$ cat src/qr_pkg.sv
`default_nettype none

package qr_pkg;

    localparam int img_dim = 64;
    localparam int sym_dim = 25;
    localparam int def_max_len = 32;

    // format bits: symbol row 8, cols 2..4, msb first
    localparam int fmt_row = 8;
    localparam int fmt_col0 = 2;
    localparam logic [2:0] fmt_xor = 3'b101;

    typedef logic [11:0] addr_t; // {row, col}

    typedef struct packed {
        logic [4:0] row;
        logic [4:0] col;
    } coord_t;

    typedef struct packed {
        logic [5:0] row; // origin in the image
        logic [5:0] col;
        logic [2:0] mask_id;
    } sym_info_t;

    // standard QR data mask conditions, i = row, j = col
    function automatic logic mask_hit(input logic [2:0] mask_id, input logic [4:0] row,
                                      input logic [4:0] col);
        int i;
        int j;
        int p;
        logic hit;
        i = int'(row);
        j = int'(col);
        p = i * j;
        case (mask_id)
            3'd0: hit = ((i + j) % 2) == 0;
            3'd1: hit = (i % 2) == 0;
            3'd2: hit = (j % 3) == 0;
            3'd3: hit = ((i + j) % 3) == 0;
            3'd4: hit = ((i / 2 + j / 3) % 2) == 0;
            3'd5: hit = ((p % 2) + (p % 3)) == 0;
            3'd6: hit = (((p % 2) + (p % 3)) % 2) == 0;
            default: hit = ((((i + j) % 2) + (p % 3)) % 2) == 0;
        endcase
        return hit;
    endfunction

endpackage

`default_nettype wire

$ cat src/symbol_locator.sv
`timescale 1ns/1ps
`default_nettype none

module symbol_locator import qr_pkg::*; (
    input  logic      clk,
    input  logic      srstn,
    input  logic      go_locate,
    input  logic      sram_rdata,
    output addr_t     raddr,
    output sym_info_t sym_info,
    output logic      located
);

    typedef enum logic [1:0] {st_idle, st_scan, st_fmt} loc_state_t;

    loc_state_t state;
    addr_t      scan_addr;
    addr_t      scan_prev;
    addr_t      fmt_addr;
    logic       scan_live;   // a scan read is in flight
    logic [1:0] fmt_cnt;
    logic [1:0] fmt_bits;
    logic       hit;

    assign scan_prev = scan_addr - 12'd1;
    assign hit = (state == st_scan) && scan_live && sram_rdata;
    assign fmt_addr = {sym_info.row + 6'(fmt_row), sym_info.col + 6'(fmt_col0) + 6'(fmt_cnt)};
    assign raddr = (state == st_fmt) ? fmt_addr : scan_addr;

    always_ff @(posedge clk) begin
        if (!srstn) begin
            state <= st_idle;
            scan_addr <= '0;
            scan_live <= 1'b0;
            fmt_cnt <= '0;
            located <= 1'b0;
        end else begin
            located <= 1'b0;
            case (state)
                st_idle: begin
                    if (go_locate) begin
                        state <= st_scan;
                        scan_addr <= '0;
                        scan_live <= 1'b0;
                    end
                end
                st_scan: begin
                    scan_addr <= scan_addr + 12'd1;
                    scan_live <= 1'b1;
                    if (hit) begin
                        state <= st_fmt;
                        fmt_cnt <= '0;
                    end
                end
                default: begin
                    if (fmt_cnt == 2'd3) begin
                        located <= 1'b1;
                        state <= st_idle;
                    end else begin
                        fmt_cnt <= fmt_cnt + 2'd1;
                    end
                end
            endcase
        end
    end

    // origin and format bits
    always_ff @(posedge clk) begin
        if (hit) begin
            sym_info.row <= scan_prev[11:6]; // hit belongs to the previous address
            sym_info.col <= scan_prev[5:0];
        end
        if (state == st_fmt && fmt_cnt != 2'd0) begin
            fmt_bits <= {fmt_bits[0], sram_rdata};
        end
        if (state == st_fmt && fmt_cnt == 2'd3) begin
            sym_info.mask_id <= {fmt_bits, sram_rdata} ^ fmt_xor;
        end
    end

    assert property (@(posedge clk) disable iff (!srstn)
        located |-> (int'(sym_info.row) <= img_dim - sym_dim) &&
                    (int'(sym_info.col) <= img_dim - sym_dim));

endmodule

`default_nettype wire

$ cat src/module_walker.sv
`timescale 1ns/1ps
`default_nettype none

module module_walker import qr_pkg::*; (
    input  logic      clk,
    input  logic      srstn,
    input  logic      go_walk,
    input  sym_info_t sym_info,
    input  logic      done,
    output addr_t     raddr,
    output logic      rd_valid,
    output coord_t    rd_loc
);

    logic       active;
    logic [4:0] row;
    logic [4:0] rc;      // right column of the current pair
    logic       left;    // on the left column of the pair
    logic       up;      // moving toward row 0
    logic [4:0] col_now;
    logic [4:0] nrc;
    logic [5:0] step;    // {found, row} inside the current pair
    logic [5:0] first;   // entry row of the next pair
    logic [sym_dim-1:0] beyond;

    // finders with format areas, timing lines, alignment block
    function automatic logic is_func(input logic [4:0] r, input logic [4:0] c);
        return (r < 5'd9 && c < 5'd9) || (r < 5'd9 && c > 5'd16) ||
               (r > 5'd16 && c < 5'd9) || r == 5'd6 || c == 5'd6 ||
               (r >= 5'd16 && r <= 5'd20 && c >= 5'd16 && c <= 5'd20);
    endfunction

    function automatic logic [sym_dim-1:0] row_mask(input logic [4:0] c);
        logic [sym_dim-1:0] m;
        for (int r = 0; r < sym_dim; r++) begin
            m[r] = !is_func(5'(r), c) || !is_func(5'(r), c - 5'd1);
        end
        return m;
    endfunction

    // first set row in walking order
    function automatic logic [5:0] pick_row(input logic [sym_dim-1:0] m, input logic up_dir);
        logic [5:0] res;
        res = '0;
        for (int r = 0; r < sym_dim; r++) begin
            if (up_dir) begin
                if (m[r]) res = {1'b1, 5'(r)};
            end else if (m[sym_dim-1-r]) begin
                res = {1'b1, 5'(sym_dim - 1 - r)};
            end
        end
        return res;
    endfunction

    always_comb begin
        for (int r = 0; r < sym_dim; r++) begin
            beyond[r] = up ? (5'(r) < row) : (5'(r) > row);
        end
        nrc = (rc == 5'd8) ? 5'd5 : rc - 5'd2; // hop over the timing column
        step = pick_row(row_mask(rc) & beyond, up);
        first = pick_row(row_mask(nrc), !up);
    end

    assign col_now = left ? rc - 5'd1 : rc;
    assign rd_valid = active;
    assign rd_loc = '{row: row, col: col_now};
    assign raddr = {sym_info.row + 6'(row), sym_info.col + 6'(col_now)};

    always_ff @(posedge clk) begin
        if (!srstn) begin
            active <= 1'b0;
            row <= '0;
            rc <= '0;
            left <= 1'b0;
            up <= 1'b0;
        end else if (go_walk) begin
            active <= 1'b1;
            row <= 5'd24;
            rc <= 5'd24;
            left <= 1'b0;
            up <= 1'b1;
        end else if (active) begin
            if (done) begin
                active <= 1'b0;
            end else if (!left && !is_func(row, rc - 5'd1)) begin
                left <= 1'b1;
            end else if (step[5]) begin
                row <= step[4:0];
                left <= is_func(step[4:0], rc);
            end else if (rc == 5'd1) begin
                active <= 1'b0; // data region exhausted
            end else begin
                rc <= nrc;
                up <= !up;
                row <= first[4:0];
                left <= is_func(first[4:0], nrc);
            end
        end
    end

endmodule

`default_nettype wire

$ cat src/mask_remover.sv
`timescale 1ns/1ps
`default_nettype none

module mask_remover import qr_pkg::*; (
    input  logic       clk,
    input  logic       srstn,
    input  logic       rd_valid,
    input  coord_t     rd_loc,
    input  logic [2:0] mask_id,
    input  logic       sram_rdata,
    output logic       data_valid,
    output logic       data_bit
);

    logic   vld_q;
    coord_t loc_q;  // lines up with the returning bit

    always_ff @(posedge clk) begin
        if (!srstn) begin
            vld_q <= 1'b0;
            data_valid <= 1'b0;
        end else begin
            vld_q <= rd_valid;
            data_valid <= vld_q;
        end
    end

    always_ff @(posedge clk) begin
        loc_q <= rd_loc;
        data_bit <= sram_rdata ^ mask_hit(mask_id, loc_q.row, loc_q.col);
    end

endmodule

`default_nettype wire

$ cat src/byte_assembler.sv
`timescale 1ns/1ps
`default_nettype none

module byte_assembler import qr_pkg::*; #(
    parameter int max_len = def_max_len
) (
    input  logic       clk,
    input  logic       srstn,
    input  logic       go_walk,
    input  logic       data_valid,
    input  logic       data_bit,
    output logic       byte_valid,
    output logic [7:0] byte_data,
    output logic       done
);

    logic       busy;
    logic [3:0] hdr_cnt;   // mode and length bits seen
    logic [2:0] bit_cnt;
    logic [7:0] byte_cnt;
    logic [7:0] len;
    logic [7:0] shreg;
    logic [7:0] next_sh;
    logic       take;
    logic       in_hdr;

    assign next_sh = {shreg[6:0], data_bit};
    assign take = busy && data_valid;
    assign in_hdr = hdr_cnt != 4'd12;

    always_ff @(posedge clk) begin
        if (!srstn) begin
            busy <= 1'b0;
            hdr_cnt <= '0;
            bit_cnt <= '0;
            byte_cnt <= '0;
            byte_valid <= 1'b0;
            done <= 1'b0;
        end else begin
            byte_valid <= 1'b0;
            done <= byte_valid && (byte_cnt == len); // one cycle after last byte
            if (go_walk) begin
                busy <= 1'b1;
                hdr_cnt <= '0;
                bit_cnt <= '0;
                byte_cnt <= '0;
            end else if (take && in_hdr) begin
                hdr_cnt <= hdr_cnt + 4'd1;
                if (hdr_cnt == 4'd11 && next_sh == 8'd0) begin
                    busy <= 1'b0;
                    done <= 1'b1;  // empty payload
                end
            end else if (take) begin
                bit_cnt <= bit_cnt + 3'd1;
                if (bit_cnt == 3'd7) begin
                    byte_valid <= 1'b1;
                    byte_cnt <= byte_cnt + 8'd1;
                    if (byte_cnt + 8'd1 == len) busy <= 1'b0;
                end
            end
        end
    end

    always_ff @(posedge clk) begin
        if (take) shreg <= next_sh;
        if (take && hdr_cnt == 4'd11) len <= next_sh;
        if (take && !in_hdr && bit_cnt == 3'd7) byte_data <= next_sh;
    end

    assert property (@(posedge clk) disable iff (!srstn)
        take && hdr_cnt == 4'd11 |=> int'(len) <= max_len);

endmodule

`default_nettype wire

$ cat src/qr_decode.sv
`timescale 1ns/1ps
`default_nettype none

module qr_decode import qr_pkg::*; #(
    parameter int max_len = def_max_len
) (
    input  logic       clk,
    input  logic       srstn,
    input  logic       qr_decode_start,
    input  logic       sram_rdata,
    output addr_t      sram_raddr,
    output logic       decode_valid,
    output logic [7:0] decode_jis8_code,
    output logic       qr_decode_finish
);

    typedef enum logic [1:0] {ph_idle, ph_locate, ph_walk, ph_finished} phase_t;

    phase_t    phase;
    logic      go_locate;
    logic      go_walk;
    logic      located;
    logic      done;
    sym_info_t sym_info;
    addr_t     loc_raddr;
    addr_t     walk_raddr;
    logic      rd_valid;
    coord_t    rd_loc;
    logic      data_valid;
    logic      data_bit;

    assign go_locate = qr_decode_start && (phase == ph_idle || phase == ph_finished);
    assign go_walk = located && (phase == ph_locate);
    assign sram_raddr = (phase == ph_locate) ? loc_raddr : walk_raddr;
    assign qr_decode_finish = (phase == ph_finished) || done; // done is the rising edge

    always_ff @(posedge clk) begin
        if (!srstn) begin
            phase <= ph_idle;
        end else if (go_locate) begin
            phase <= ph_locate;
        end else if (go_walk) begin
            phase <= ph_walk;
        end else if (done && phase == ph_walk) begin
            phase <= ph_finished;
        end
    end

    symbol_locator symbol_locator_inst (
        .clk(clk), .srstn(srstn), .go_locate(go_locate), .sram_rdata(sram_rdata),
        .raddr(loc_raddr), .sym_info(sym_info), .located(located)
    );

    module_walker module_walker_inst (
        .clk(clk), .srstn(srstn), .go_walk(go_walk), .sym_info(sym_info), .done(done),
        .raddr(walk_raddr), .rd_valid(rd_valid), .rd_loc(rd_loc)
    );

    mask_remover mask_remover_inst (
        .clk(clk), .srstn(srstn), .rd_valid(rd_valid), .rd_loc(rd_loc),
        .mask_id(sym_info.mask_id), .sram_rdata(sram_rdata),
        .data_valid(data_valid), .data_bit(data_bit)
    );

    byte_assembler #(.max_len(max_len)) byte_assembler_inst (
        .clk(clk), .srstn(srstn), .go_walk(go_walk), .data_valid(data_valid),
        .data_bit(data_bit), .byte_valid(decode_valid), .byte_data(decode_jis8_code),
        .done(done)
    );

    // no restart while a decode is running
    assert property (@(posedge clk) disable iff (!srstn)
        qr_decode_start |-> !(phase inside {ph_locate, ph_walk}));

endmodule

`default_nettype wire

$ cat config.mk
export PLATFORM = sky130hd
export DESIGN_NAME = qr_decode
export DESIGN_NICKNAME = d
export VERILOG_FILES = /design/src/qr_pkg.sv /design/src/symbol_locator.sv /design/src/module_walker.sv /design/src/mask_remover.sv /design/src/byte_assembler.sv /design/src/qr_decode.sv
export SDC_FILE = /design/constraint.sdc
export NUM_CORES = 1
export LEC_CHECK = 0
export BUFFER_PORTS_ARGS = -buffer_cell sky130_fd_sc_hd__buf_2
export CAP_MARGIN = 5
export CORE_ASPECT_RATIO = 0.7
export CORE_MARGIN = 3
export CORE_UTILIZATION = 55
export CTS_CLUSTER_DIAMETER = 150
export CTS_CLUSTER_SIZE = 8
export DETAILED_ROUTE_END_ITERATION = 8
export PLACE_DENSITY = 0.78
export SYNTH_ARGS = -nofsm -noshare
export SYNTH_HDL_FRONTEND = slang
export SYNTH_HIERARCHICAL = 1
export SYNTH_SLANG_ARGS = --single-unit
$ cat constraint.sdc
create_clock -name clk -period 12.3 [get_ports clk]
set_input_delay 2.46 -clock clk [delete_from_list [all_inputs] [get_ports clk]]
set_output_delay 2.46 -clock clk [all_outputs]
set_load 0.005 [all_outputs]
After elaboration in Yosys (flattened, before gate mapping). Cells that the tools add are included.

Logic and storage cells: 504. Input bits: 4. Register bits: 104. Output and inout bits: 22.

Mux-type cells: 174. Bitwise gates (word level): 16. Divide/modulo/power cells: 4. Magnitude comparators: 78. Equal/unequal tests: 37. Multipliers: 1. Reduce and logical (&&, ||, !) cells: 144. Add/sub/neg operators: 18.

Operator list (number): $mux 6 (73); $logic_not 32->1 (8); $mux 5 (33); $add 2x32->32 (2); $mod 32x3->32 const B (2); $mux 1 (53); $logic_or 1x1->1 (47); $gt 5x5->1 const A (9); $lt 5x5->1 const A (9); $gt 4x5->1 const A (8); $lt 4x5->1 const A (8); $logic_and 1x1->1 (37); $mux 12 (3); $eq 5x3->1 const B (7); $ge 5x5->1 const B (7); $gt 5x5->1 const B (7); $le 5x5->1 const B (7); $lt 5x4->1 const B (7); $add 5x32->32 (1); $div 6x3->32 const B (1); $mod 6x3->32 const B (1); $and 25x25->25 (1); $logic_not 1->1 (24); $pmux 12 s2 (1); other kinds (55) (116).

Depth between registers and ports, before layout. Gate-level depths: netlist (run 1).

Depth in word-level cells: 65. Gate-level depth with buffers: 45. Gate-level depth less buffers: 42.

Modules after synthesis. The synthesis (run 1) kept the hierarchy.

By module, submodules not included: mask_remover (cells each 617, seq. area each 260.2 um2, times used 1, area each 4434.3 um2); module_walker (cells each 430, seq. area each 260.2 um2, times used 1, area each 2924.1 um2); symbol_locator (cells each 191, seq. area each 870.8 um2, times used 1, area each 1934.4 um2); byte_assembler (cells each 148, seq. area each 1051.0 um2, times used 1, area each 1727.9 um2); qr_decode (cells each 29, seq. area each 40.0 um2, times used 1, area each 289.0 um2).

Worst setup path after synthesis (run 1). Ideal clock, no wire load.

Kind: register to register. From: reg mask_remover_inst/loc_q[4] in the netlist's numbering. To: reg mask_remover_inst.data_bit. Required time: 12172 ps. Arrival: 9134 ps. Library setup time: 128 ps. Clock period less this slack: 9262 ps. Path buffers: 3. Slack: 3038 ps. Cell stages (with the launch flop): 43. Cell sequence: dfxtp_1 > clkbuf_1 > nand2_1 > fa_1 > fa_1 > fa_1 > inv_1 > ha_1 > nor2b_4 > o2111ai_1 > a31oi_1 > nor2_1 > ha_1 > nand2b_1 > or4_4 > a21oi_4 > o22ai_4 > o2111ai_1 > (+7 left out) > nor2_1 > nand3_1 > a21oi_4 > buf_2 > xnor2_1 > ha_1 > nor2_1 > a22oi_2 > nor3b_4 > ha_1 > xor2_1 > o21ai_0 > o311ai_0 > o21ai_0 > o31ai_1 > a31oi_1 > o32ai_2 > xor2_1.

Longest elaborated chain between the ends: 7. Elaborated cells between the ends (all ways): 20. Classes of those cells: 4 x add/sub; 1 x mul; 4 x div; 1 x mux; 4 x bitwise; 6 x reduce/logical.

Ends and longest elaborated chain: start: declaration (RTL line mask_remover.sv:16) `coord_t loc_q;`; start signal: assignment (RTL line mask_remover.sv:29) `loc_q <= rd_loc;`; $mul 5x5->10 (RTL line qr_pkg.sv:36) `p = i * j;`; $mod 32x3->32 (RTL line qr_pkg.sv:43, qr_pkg.sv:44, qr_pkg.sv:45); $add 2x32->32, on equally long branches (RTL line qr_pkg.sv:45, qr_pkg.sv:43, qr_pkg.sv:44); $and 1x1->1 (no line); $logic_not 32->1, on equally long branches (RTL line qr_pkg.sv:45, qr_pkg.sv:44); $pmux 1 s7 * (RTL line qr_pkg.sv:37) `case (mask_id)`; $xor 1x1->1 * (RTL line mask_remover.sv:30) `data_bit <= sram_rdata ^ mask_hit(mask_id, loc_q.row, loc_q.col);`; end signal: assignment (RTL line mask_remover.sv:30); end: declaration (RTL line mask_remover.sv:12) `output logic data_bit`.

Every way passes the cells marked *; elsewhere a longest branch is shown, timed or not. A chain may end at the register's enable or synchronous reset.

Worst setup path after layout (run 1).
From: reg mask_remover_inst/loc_q[2] in the netlist's numbering. To: reg mask_remover_inst.data_bit.

The elaborated chain is that of the path after synthesis.

==> impl_metrics.yaml, run 1 <==
status:
  run_status: "complete, no violations"
worst_hold_path:
  timing.hold.worst_path_depth: 1
  hold_path_startpoint: "mask_remover_inst/vld_q"
  worstHoldEndpoint: "mask_remover_inst/data_valid"
  hold_path_class: "reg -> reg"
critical_path:
  timing.critical_path.required_ps: 12530
  setup.worst_path.class: "reg -> reg"
  regToRegEndpoint: "mask_remover_inst/data_bit"
  path_common_cell: "ha_1"
  reg2reg_from: "mask_remover_inst/loc_q[2]"
  arrival_ps: 10590
  worstSetupStartpointType: "register"
  critical_path.slowest_cell: "a31oi_1"
  crit_path_max_fanout: 19
  timing.reg2reg.setup_slack_ps: 1940
  endpoint_kind: "register"
  reg2regPathDepth: 40
  max_stage_delay_ps: 580
sta:
  worst_pin_slew_ps: 1020
  setup_repair_after_global_routing_missed_its_margin: "false"
  timing_hold_violations_final: 0
  worst_clock_skew_ps: 10.0
  holdWs_ps: 433
  tns_ps: 0
  final-setup-viol-count: 0
  timing.slew.headroom_pct: 31.2
  clock.fmax_mhz: 96.5
  final_max_slew_viol_count: 0
  period_minus_slack_ps: 10360
  final_min_period_over_clock_period_pct: 84.2
floorplan:
  core-area_um2: 20000
  initial_utilization_pct: 56.5
  boundaryPins: 26
  die_y_um: 126
  chipWidth_um: 177
  design.die.area_um2: 22300
  std_cell_rows: 43
clocking:
  cts_resized: 0
  cts_buffers: 9
  clkSlewWorstSetupHoldPaths_ps: 70
  htreeDepth: 3
  postCtsHoldBufs: 0
  clockBufferDepth: 2
  tritoncts: "yes"
  tritoncts_num_sinks: 104
  clock_insertion_delay_at_the_later_pin_of_the_skew_report_ps: 350
  cts_root_buf: "clkbuf_16"
  cts_setup_buffers: 0
routing:
  via_per_inst: 6.50
  dr_total_vias: 10800
  detail_route.iter0.violations: 1276
  total_drc_errors_in_the_routed_layout: 0
  firstDrtPassIters: 5
  route.detailed.wl_per_inst_um: 18.0
  route.final.wire_length_um: 29700
  drtAntennaViolNets: 0
layout:
  area_delta_synth_final_pct: 3.78
  fin_nets: 1470
  final_layout_size_suffix_gt1_share_pct: 9.52
  antenna_cells: 0
  fill_cells: 1827
  final_core_util_pct: 58.6
grt:
  grt_use_total_pct: 26.3
  maximum_number_of_pins_on_one_net_before_global_route_repair: 35
  grt_overflow_total: 0
  first_global_vias: 9820
  grt_first_pass_wirelength_um: 49300
  grt_antenna_before_repair: 0
power:
  p_leak_nw: 4.55
  clock_network_fraction_of_design_power_pct: 42.0
  power.share.switching_pct: 21.8
  p_sw_w: 0.000150
  share_comb_of_total_power_pct: 5.1
  power.internal_w: 0.000535
  max-vdd-ir-drop_mv: 0.0681
  p_total_w: 0.000685
  power_density_nw_per_um2: 58.4
  power.share.sequential_pct: 52.9
synthesis:
  synth-simple-area-share_pct: 24.9
  post-synth-top-count-cell: "nand2_1"
  total_nets_after_synthesis: 1504
  yosys.area.top_type_share_pct: 11.3
  yosys-mux-area-fraction_pct: 3.75
  synth_enable_flop_cells: 40
  adder_cell_fraction_of_synth_area_pct: 10.4
  synth-compound-area-share_pct: 26.1
  netlist-cell-type-count: 118
  async_reset_ff_share_pct: 0
  netlist_instances: 1415
  yosysWarnings: 6
  synth_top_family_by_area: "compound AO/OA/AOI/OAI gates"
  synth_area_um2: 11300
  post_synth_main_area_contributors: "dfxtp_1 11%, edfxtp_1 11%, ha_1 8.0%, xnor2_1 4.3%, nand2_1 3.8%"
  postSynthAreaPerCell_um2: 7.99
  ys_seq_area_share_pct: 21.9
  synth.ff_latch_count: 104
  yosys.area.top_type: "dfxtp_1"
  post_synth_most_frequent_cells: "116 x nand2_1, 114 x nor2_1, 77 x o21ai_0, 75 x a21oi_1, 73 x inv_1"
  yosys.area_share.xor_xnor_pct: 7.03
  most_used_flip_flop_cell_after_synthesis: "dfxtp_1"
placement:
  port-buffer-count: 25
  routabilityCongestion: 0.946
  place.detailed.hpwl_um: 22200
job:
  max-cap-violations: 0
-- power groups by stage --
stage	combinational (W)	clock, W	sequential [W]
global placement	0.0000330	0	0.000370
detailed placement	0.0000339	0	0.000370
CTS	0.0000343	0.000293	0.000362
global route	0.0000381	0.000305	0.000363
finish	0.0000348	0.000288	0.000362
floorplan	0.0000250	0	0.000369
-- cells by family after synthesis --
| logic type | after synthesis |
|---|---|
| AOI/OAI and AO/OA | 408 |
| xor gates and xnor gates | 89 |
| adders and majority gates | 86 |
| buffers and inverters | 151 |
| DFF | 104 |
| muxes | 39 |
| and+or+nand+nor | 538 |
-- worst max-delay path by stage --
| stage | start | end | slack, ps | depth (start not counted) |
|---|---|---|---|---|
| after floorplan | mask_remover_inst/loc_q[4] | mask_remover_inst/data_bit | 3040 | 42 |
| after global placement | mask_remover_inst/loc_q[2] | mask_remover_inst/data_bit | 2520 | 40 |
| after detailed placement | mask_remover_inst/loc_q[2] | mask_remover_inst/data_bit | 2110 | 40 |
| after CTS | mask_remover_inst/loc_q[2] | mask_remover_inst/data_bit | 2100 | 40 |
| after global routing | mask_remover_inst/loc_q[4] | mask_remover_inst/data_bit | 1110 | 39 |
| final | mask_remover_inst/loc_q[2] | mask_remover_inst/data_bit | 1940 | 40 |
-- final cells by class --
class | instances | area (µm²) | share of cell area, %
timing repair buffer | 32 | 178 | 1.51
inverter | 74 | 278 | 2.37
tap | 270 | 338 | 2.88
multi-input combinational | 1160 | 8160 | 69.5
clock inverter | 5 | 56.3 | 0.480
clock buffer | 11 | 243 | 2.07
sequential | 104 | 2480 | 21.1
-- through the flow --
| step | instance area, µm² | setup slack, ps | cells |
|---|---|---|---|
| after CTS | 11700 | 2100 | 1656 |
| after floorplan | 11300 | 3040 | 1415 |
| after global routing | 11700 | 1110 | 1656 |
| final | 11700 | 1940 | 1656 |
| after global placement | 11400 | 2520 | 1640 |
| after detailed placement | 11400 | 2110 | 1640 |
-- state kept, by name, indices dropped and copies added (netlist names), 4 cells and up --
signal / cells
symbol_locator_inst/sym_info: 15
symbol_locator_inst/scan_addr: 12
mask_remover_inst/loc_q: 10
byte_assembler_inst/byte_cnt: 8
byte_assembler_inst/byte_data: 8
byte_assembler_inst/len: 8
byte_assembler_inst/shreg: 7
module_walker_inst/rc: 5
module_walker_inst/row: 5
byte_assembler_inst/hdr_cnt: 4
-- cells in the final DEF, fill, tap and decap left out, drive strengths merged, types with 10 or more instances in the layout --
cell type	synthesis	routed
a211oi	22	22
o21a	17	17
nor4	12	12
nand3	60	60
nand2b	27	27
fa	13	13
a21o	14	14
and2	30	30
xnor2	57	57
edfxtp	40	40
nor3	57	57
o211ai	21	21
or3	19	19
nand2	117	117
buf	24	32
inv	74	74
or4	10	10
nor2b	14	14
clkbuf	52	11
ha	72	72
nand4	19	19
o21ai	85	85
and3	14	14
o31ai	18	18
a21oi	80	80
a31oi	36	36
mux2	21	21
xor2	32	32
nor2	115	115
mux2i	18	18
dfxtp	64	64
-- worst max-delay path, delay by kind of cell, from the launching register on --
kind | cells | cell delay (ps)
adder cells (fa/ha/maj) | 9 | 3480
AO/OA/AOI/OAI | 14 | 3220
AND/OR/NAND/NOR | 10 | 2090
XOR/XNOR | 3 | 610
flip-flops | 1 | 480
buffers and inverters | 4 | 310
-- routing by layer --
layer / GRT usage [%] / wire, µm / share of wire (%)
met3: 5.42 / 2550 / 8.6
met1: 39.4 / 14200 / 48
met4: 4.71 / 367 / 1.2
met2: 39.6 / 12600 / 42
met5: 0 / 0 / 0
Note: power is estimated with default switching activity, not from simulation.
==> inputs of run 2 (changes only) <==
- PLACE_DENSITY: 0.78 -> 0.81
- clock period: 12.3 -> 8.35 ns (I/O delays scaled with it)
==> impl_metrics.yaml, run 2 (synthesis results as in run 1) <==
sta:
  final-setup-viol-count: 0
  worst_slack_ps: 143
  timing_hold_violations_final: 0
  final_min_period_over_clock_period_pct: 98.3
  worst_clock_skew_ps: 11.5
  worst_pin_slew_ps: 979
  setup_repair_after_global_routing_missed_its_margin: "true"
  final_max_slew_viol_count: 0
  period_minus_slack_ps: 8210
  clock.fmax_mhz: 122
  timing.slew.headroom_pct: 34.2
clocking:
  cts_root_buf: "clkbuf_16"
  clkSlewWorstSetupHoldPaths_ps: 80
  tritoncts: "yes"
  cts_buffers: 9
  tritoncts_num_sinks: 104
  clockBufferDepth: 2
  clock_insertion_delay_at_the_later_pin_of_the_skew_report_ps: 370
  htreeDepth: 3
critical_path:
  setup.worst_path.class: "reg -> reg"
  reg2reg_from: "mask_remover_inst/loc_q[6]"
  timing.critical_path.required_ps: 8650
  reg2regPathDepth: 35
  max_stage_delay_ps: 620
  crit_path_max_fanout: 8
  crit_cells: 35
  cp.buffers_inverters: 5
  worstSetupStartpointType: "register"
  endpoint_kind: "register"
  timing.reg2reg.setup_slack_ps: 140
  critical_path.slowest_cell: "fa_1"
  endpoint: "mask_remover_inst/data_bit"
  timing.critical_path.from: "mask_remover_inst/loc_q[6]"
  timing.critical_path.max_delay_family: "compound AO/OA/AOI/OAI gates"
  regToRegEndpoint: "mask_remover_inst/data_bit"
  arrival_ps: 8510
layout:
  largestRegisters: "symbol_locator_inst/sym_info x15, symbol_locator_inst/scan_addr x12, mask_remover_inst/loc_q x10"
  fin_nets: 1527
  ff_latch_area_um2: 2490
  antenna_cells: 0
  layout_commonest_cell: "nand2_1"
  largest-register: "symbol_locator_inst/sym_info"
  largest_reg_flops: 15
  commonest_cells_after_routing_fill_and_taps_aside: "115 x nand2_1, 110 x nor2_1, 75 x o21ai_0"
  fill_cells: 1725
  final_layout_size_suffix_gt1_share_pct: 16.6
  multi_input_comb_area_um2: 8530
  area_delta_synth_final_pct: 10.9
placement:
  place.detailed.hpwl_um: 23100
  port-buffer-count: 25
  detailedPlace.worstSlack_ps: -200
  routabilityCongestion: 0.978
floorplan:
  chipWidth_um: 177
  die_y_um: 126
  boundaryPins: 26
  core-area_um2: 20000
  std_cell_rows: 43
  design.die.area_um2: 22300
  initial_utilization_pct: 56.5
power:
  power_density_nw_per_um2: 79.6
  p_total_w: 0.000999
  max-vdd-ir-drop_mv: 0.0904
  p_leak_nw: 4.84
routing:
  route.final.wire_length_um: 31000
  firstDrtPassIters: 7
  total_drc_errors_in_the_routed_layout: 0
  drtAntennaViolNets: 0
  via_per_inst: 6.53
  dr_total_vias: 11200
  route.detailed.wl_per_inst_um: 18.1
  detail_route.iter0.violations: 1310
job:
  max-cap-violations: 0
grt:
  grt_overflow_total: 0
  maximum_number_of_pins_on_one_net_before_global_route_repair: 35
  grt_antenna_before_repair: 0
  first_global_vias: 10200
  grt_first_pass_wirelength_um: 51300
  grt_use_total_pct: 27.4
status:
  run_status: "complete, no violations"
worst_hold_path:
  hold_path_class: "reg -> reg"
  timing.hold.worst_path_depth: 0
==> run 2: cell types whose count changed in the layout (fill, tap and decap cells not counted), sizes merged <==
cell and delta:
buf +57, clkbuf -2, bufinv -1, clkinvlp +1, inv +3, clkinv -1
==> run 2: where the power goes <==
group	switching (W)	internal [W]
clock network	0.000207	0.000208
registers	0.00000484	0.000528
logic	0.0000312	0.0000194
total	0.000243	0.000756
==> run 2: worst min path at each step <==
stage | from | end | slack (ps)
global route | symbol_locator_inst/fmt_bits[0] | symbol_locator_inst/fmt_bits[1] | 480
detailed placement | mask_remover_inst/vld_q | mask_remover_inst/data_valid | 420
finish | symbol_locator_inst/fmt_bits[0] | symbol_locator_inst/fmt_bits[1] | 460
floorplan | module_walker_inst/row[0] | mask_remover_inst/loc_q[5] | 350
CTS | symbol_locator_inst/fmt_bits[0] | symbol_locator_inst/fmt_bits[1] | 460
global placement | mask_remover_inst/vld_q | mask_remover_inst/data_valid | 420
==> run 2: final cells by class <==
| type | instances | share of cell area [%] |
|---|---|---|
| Inverter | 74 | 2.21 |
| Tap cell | 270 | 2.69 |
| Clock buffer | 9 | 1.79 |
| Multi-Input combinational cell | 1160 | 68.0 |
| Clock inverter | 7 | 0.499 |
| Sequential cell | 104 | 19.8 |
| Timing Repair Buffer | 89 | 4.96 |
==> run 2: per-layer routing <==
| metal | wire length, µm | track usage [%] |
|---|---|---|
| met4 | 595 | 6.78 |
| met5 | 0 | 0 |
| met1 | 14500 | 41.9 |
| met3 | 2630 | 5.06 |
| met2 | 13300 | 39.6 |
==> run 2: through the flow <==
stage               setup TNS, ps  std cells  hold WS [ps]  area [µm²]  utilization (%)
floorplan                       0       1415           353       11500                -
CTS                             0       1700           457       12200             61.2
global placement                0       1681           416       11900             59.4
detailed placement           -200       1681           415       11900             59.4
global route                 -191       1713           483       12500             62.7
finish                          0       1713           459       12500             62.7
==> run 2: repair_timing <==
action                     4_1_cts  5_1_grt
gates resized for setup          9       45
buffers inserted                 3       13
pin swaps                        4       37
gates cloned                     0        0
hold buffers                     0        0
setup endpoints to repair        1        1
==> inputs of run 3 (changes only) <==
- REMOVE_ABC_BUFFERS: unset -> 1
==> impl_metrics.yaml, run 3 (synthesis results as in run 1) <==
status:
  run_status: "complete, no violations"
power:
  power.internal_w: 0.000823
  power.share.switching_pct: 22.5
  power.share.sequential_pct: 50.2
  power_density_nw_per_um2: 82.6
  share_comb_of_total_power_pct: 4.9
  clock_network_fraction_of_design_power_pct: 44.9
  max-vdd-ir-drop_mv: 0.104
  p_sw_w: 0.000239
  p_leak_nw: 5.04
floorplan:
  design.die.area_um2: 22300
  chipWidth_um: 177
  die_y_um: 126
  core-area_um2: 20000
  boundaryPins: 26
  std_cell_rows: 43
  initial_utilization_pct: 56.5
job:
  max-cap-violations: 0
clocking:
  cts_root_buf: "clkbuf_16"
  clkSlewWorstSetupHoldPaths_ps: 70
  clockBufferDepth: 2
  postCtsHoldBufs: 0
  clock_insertion_delay_at_the_later_pin_of_the_skew_report_ps: 360
  cts_buffers: 9
  tritoncts: "yes"
  tritoncts_num_sinks: 104
  htreeDepth: 3
worst_hold_path:
  timing.hold.worst_path_depth: 1
  hold_path_class: "reg -> reg"
  hold_path_startpoint: "mask_remover_inst/vld_q"
layout:
  commonest_cells_after_routing_fill_and_taps_aside: "114 x nand2_1, 111 x nor2_1, 89 x buf_4"
  stdcell_area_um2: 12900
  largest-register: "symbol_locator_inst/sym_info"
  area_delta_synth_final_pct: 13.6
  final_layout_size_suffix_gt1_share_pct: 18.5
  layout_commonest_cell: "nand2_1"
  antenna_cells: 0
  fin_nets: 1558
  largest_reg_flops: 15
  largestRegisters: "symbol_locator_inst/sym_info x15, symbol_locator_inst/scan_addr x12, mask_remover_inst/loc_q x10"
critical_path:
  endpoint_kind: "register"
  reg2reg_from: "mask_remover_inst/loc_q[7]"
  arrival_ps: 8520
  timing.reg2reg.setup_slack_ps: 110
  critical_path.slowest_cell: "fa_1"
  crit_path_max_fanout: 8
  max_stage_delay_ps: 530
  reg2regPathDepth: 36
  timing.critical_path.from: "mask_remover_inst/loc_q[7]"
  setup.worst_path.class: "reg -> reg"
  timing.critical_path.required_ps: 8630
  worstSetupStartpointType: "register"
routing:
  route.detailed.wl_per_inst_um: 19.1
  total_drc_errors_in_the_routed_layout: 0
  dr_total_vias: 11500
  via_per_inst: 6.61
  firstDrtPassIters: 8
  detail_route.iter0.violations: 1302
  route.final.wire_length_um: 33300
  drtAntennaViolNets: 0
sta:
  period_minus_slack_ps: 8240
  setup_repair_after_global_routing_missed_its_margin: "true"
  worst_pin_slew_ps: 1080
  timing.slew.headroom_pct: 27.7
  worst_clock_skew_ps: 11.0
  tns_ps: 0
  final_max_slew_viol_count: 0
  timing_hold_violations_final: 0
  clock.fmax_mhz: 121
  final_min_period_over_clock_period_pct: 98.7
  final-setup-viol-count: 0
grt:
  grt_overflow_total: 0
  grt_first_pass_wirelength_um: 52900
  grt_use_total_pct: 28.4
  first_global_vias: 10300
  maximum_number_of_pins_on_one_net_before_global_route_repair: 35
  grt_antenna_before_repair: 0
placement:
  routabilityCongestion: 0.954
  dpl-instance-area_um2: 12000
  place.detailed.hpwl_um: 24300
  port-buffer-count: 25
[run 3: final timing paths]
kind	end
max	mask_remover_inst/data_bit
min reg2reg	mask_remover_inst/data_valid
max reg2reg	mask_remover_inst/data_bit
min	mask_remover_inst/data_valid
[run 3: power groups by stage]
stage	sequential, W	clock (W)	combinational [W]
3_5_place_dp	0.000545	0	0.0000501
5_1_grt	0.000534	0.000500	0.0000560
6_report	0.000533	0.000476	0.0000517
2_1_floorplan	0.000543	0	0.0000338
4_1_cts	0.000533	0.000480	0.0000508
3_3_place_gp	0.000545	0	0.0000484
[run 3: worst max-delay path: cells and delay by family (launching register included)]
kind,cells,cell delay [ps]
DFF,1,360
xor gates and xnor gates,3,540
AOI/OAI and AO/OA,11,2100
muxes,2,520
buffers and inverters,6,510
adders and majority gates,8,2680
and+or+nand+nor,6,1430
[run 3: timing repair]
item | CTS | global route
setup endpoints to repair | 1 | 1
pin swaps | 9 | 43
resized for setup | 23 | 61
buffers inserted | 4 | 10
[run 3: metal layers]
| layer | track usage (%) | up-vias | wire length, µm |
|---|---|---|---|
| li1 | - | 5381 | - |
| met1 | 43.4 | 5473 | 15200 |
| met2 | 41.9 | 615 | 14400 |
| met3 | 5.06 | 57 | 3120 |
| met4 | 6.00 | 0 | 559 |
| met5 | 0 | - | 0 |
[run 3: through the flow]
stage	utilization [%]	std cells	hold WS (ps)	worst slack [ps]	power (W)
6_report	64.2	1744	468	105	0.00106
5_1_grt	64.2	1744	464	-200	0.00109
4_1_cts	62.3	1734	461	6.90	0.00106
3_5_place_dp	59.9	1714	431	-302	0.000595
3_3_place_gp	59.9	1714	428	-5.73	0.000593
2_1_floorplan	-	1338	406	-1310	0.000577
[run 3: final cells by class]
type                       instances  area (µm²)
multi-input combinational       1160        8560
clock buffer                      11         243
fill                            1646        7160
timing repair buffer             120         865
inverter                          74         278
tap                              270         338
clock inverter                     5        87.6
sequential                       104        2480
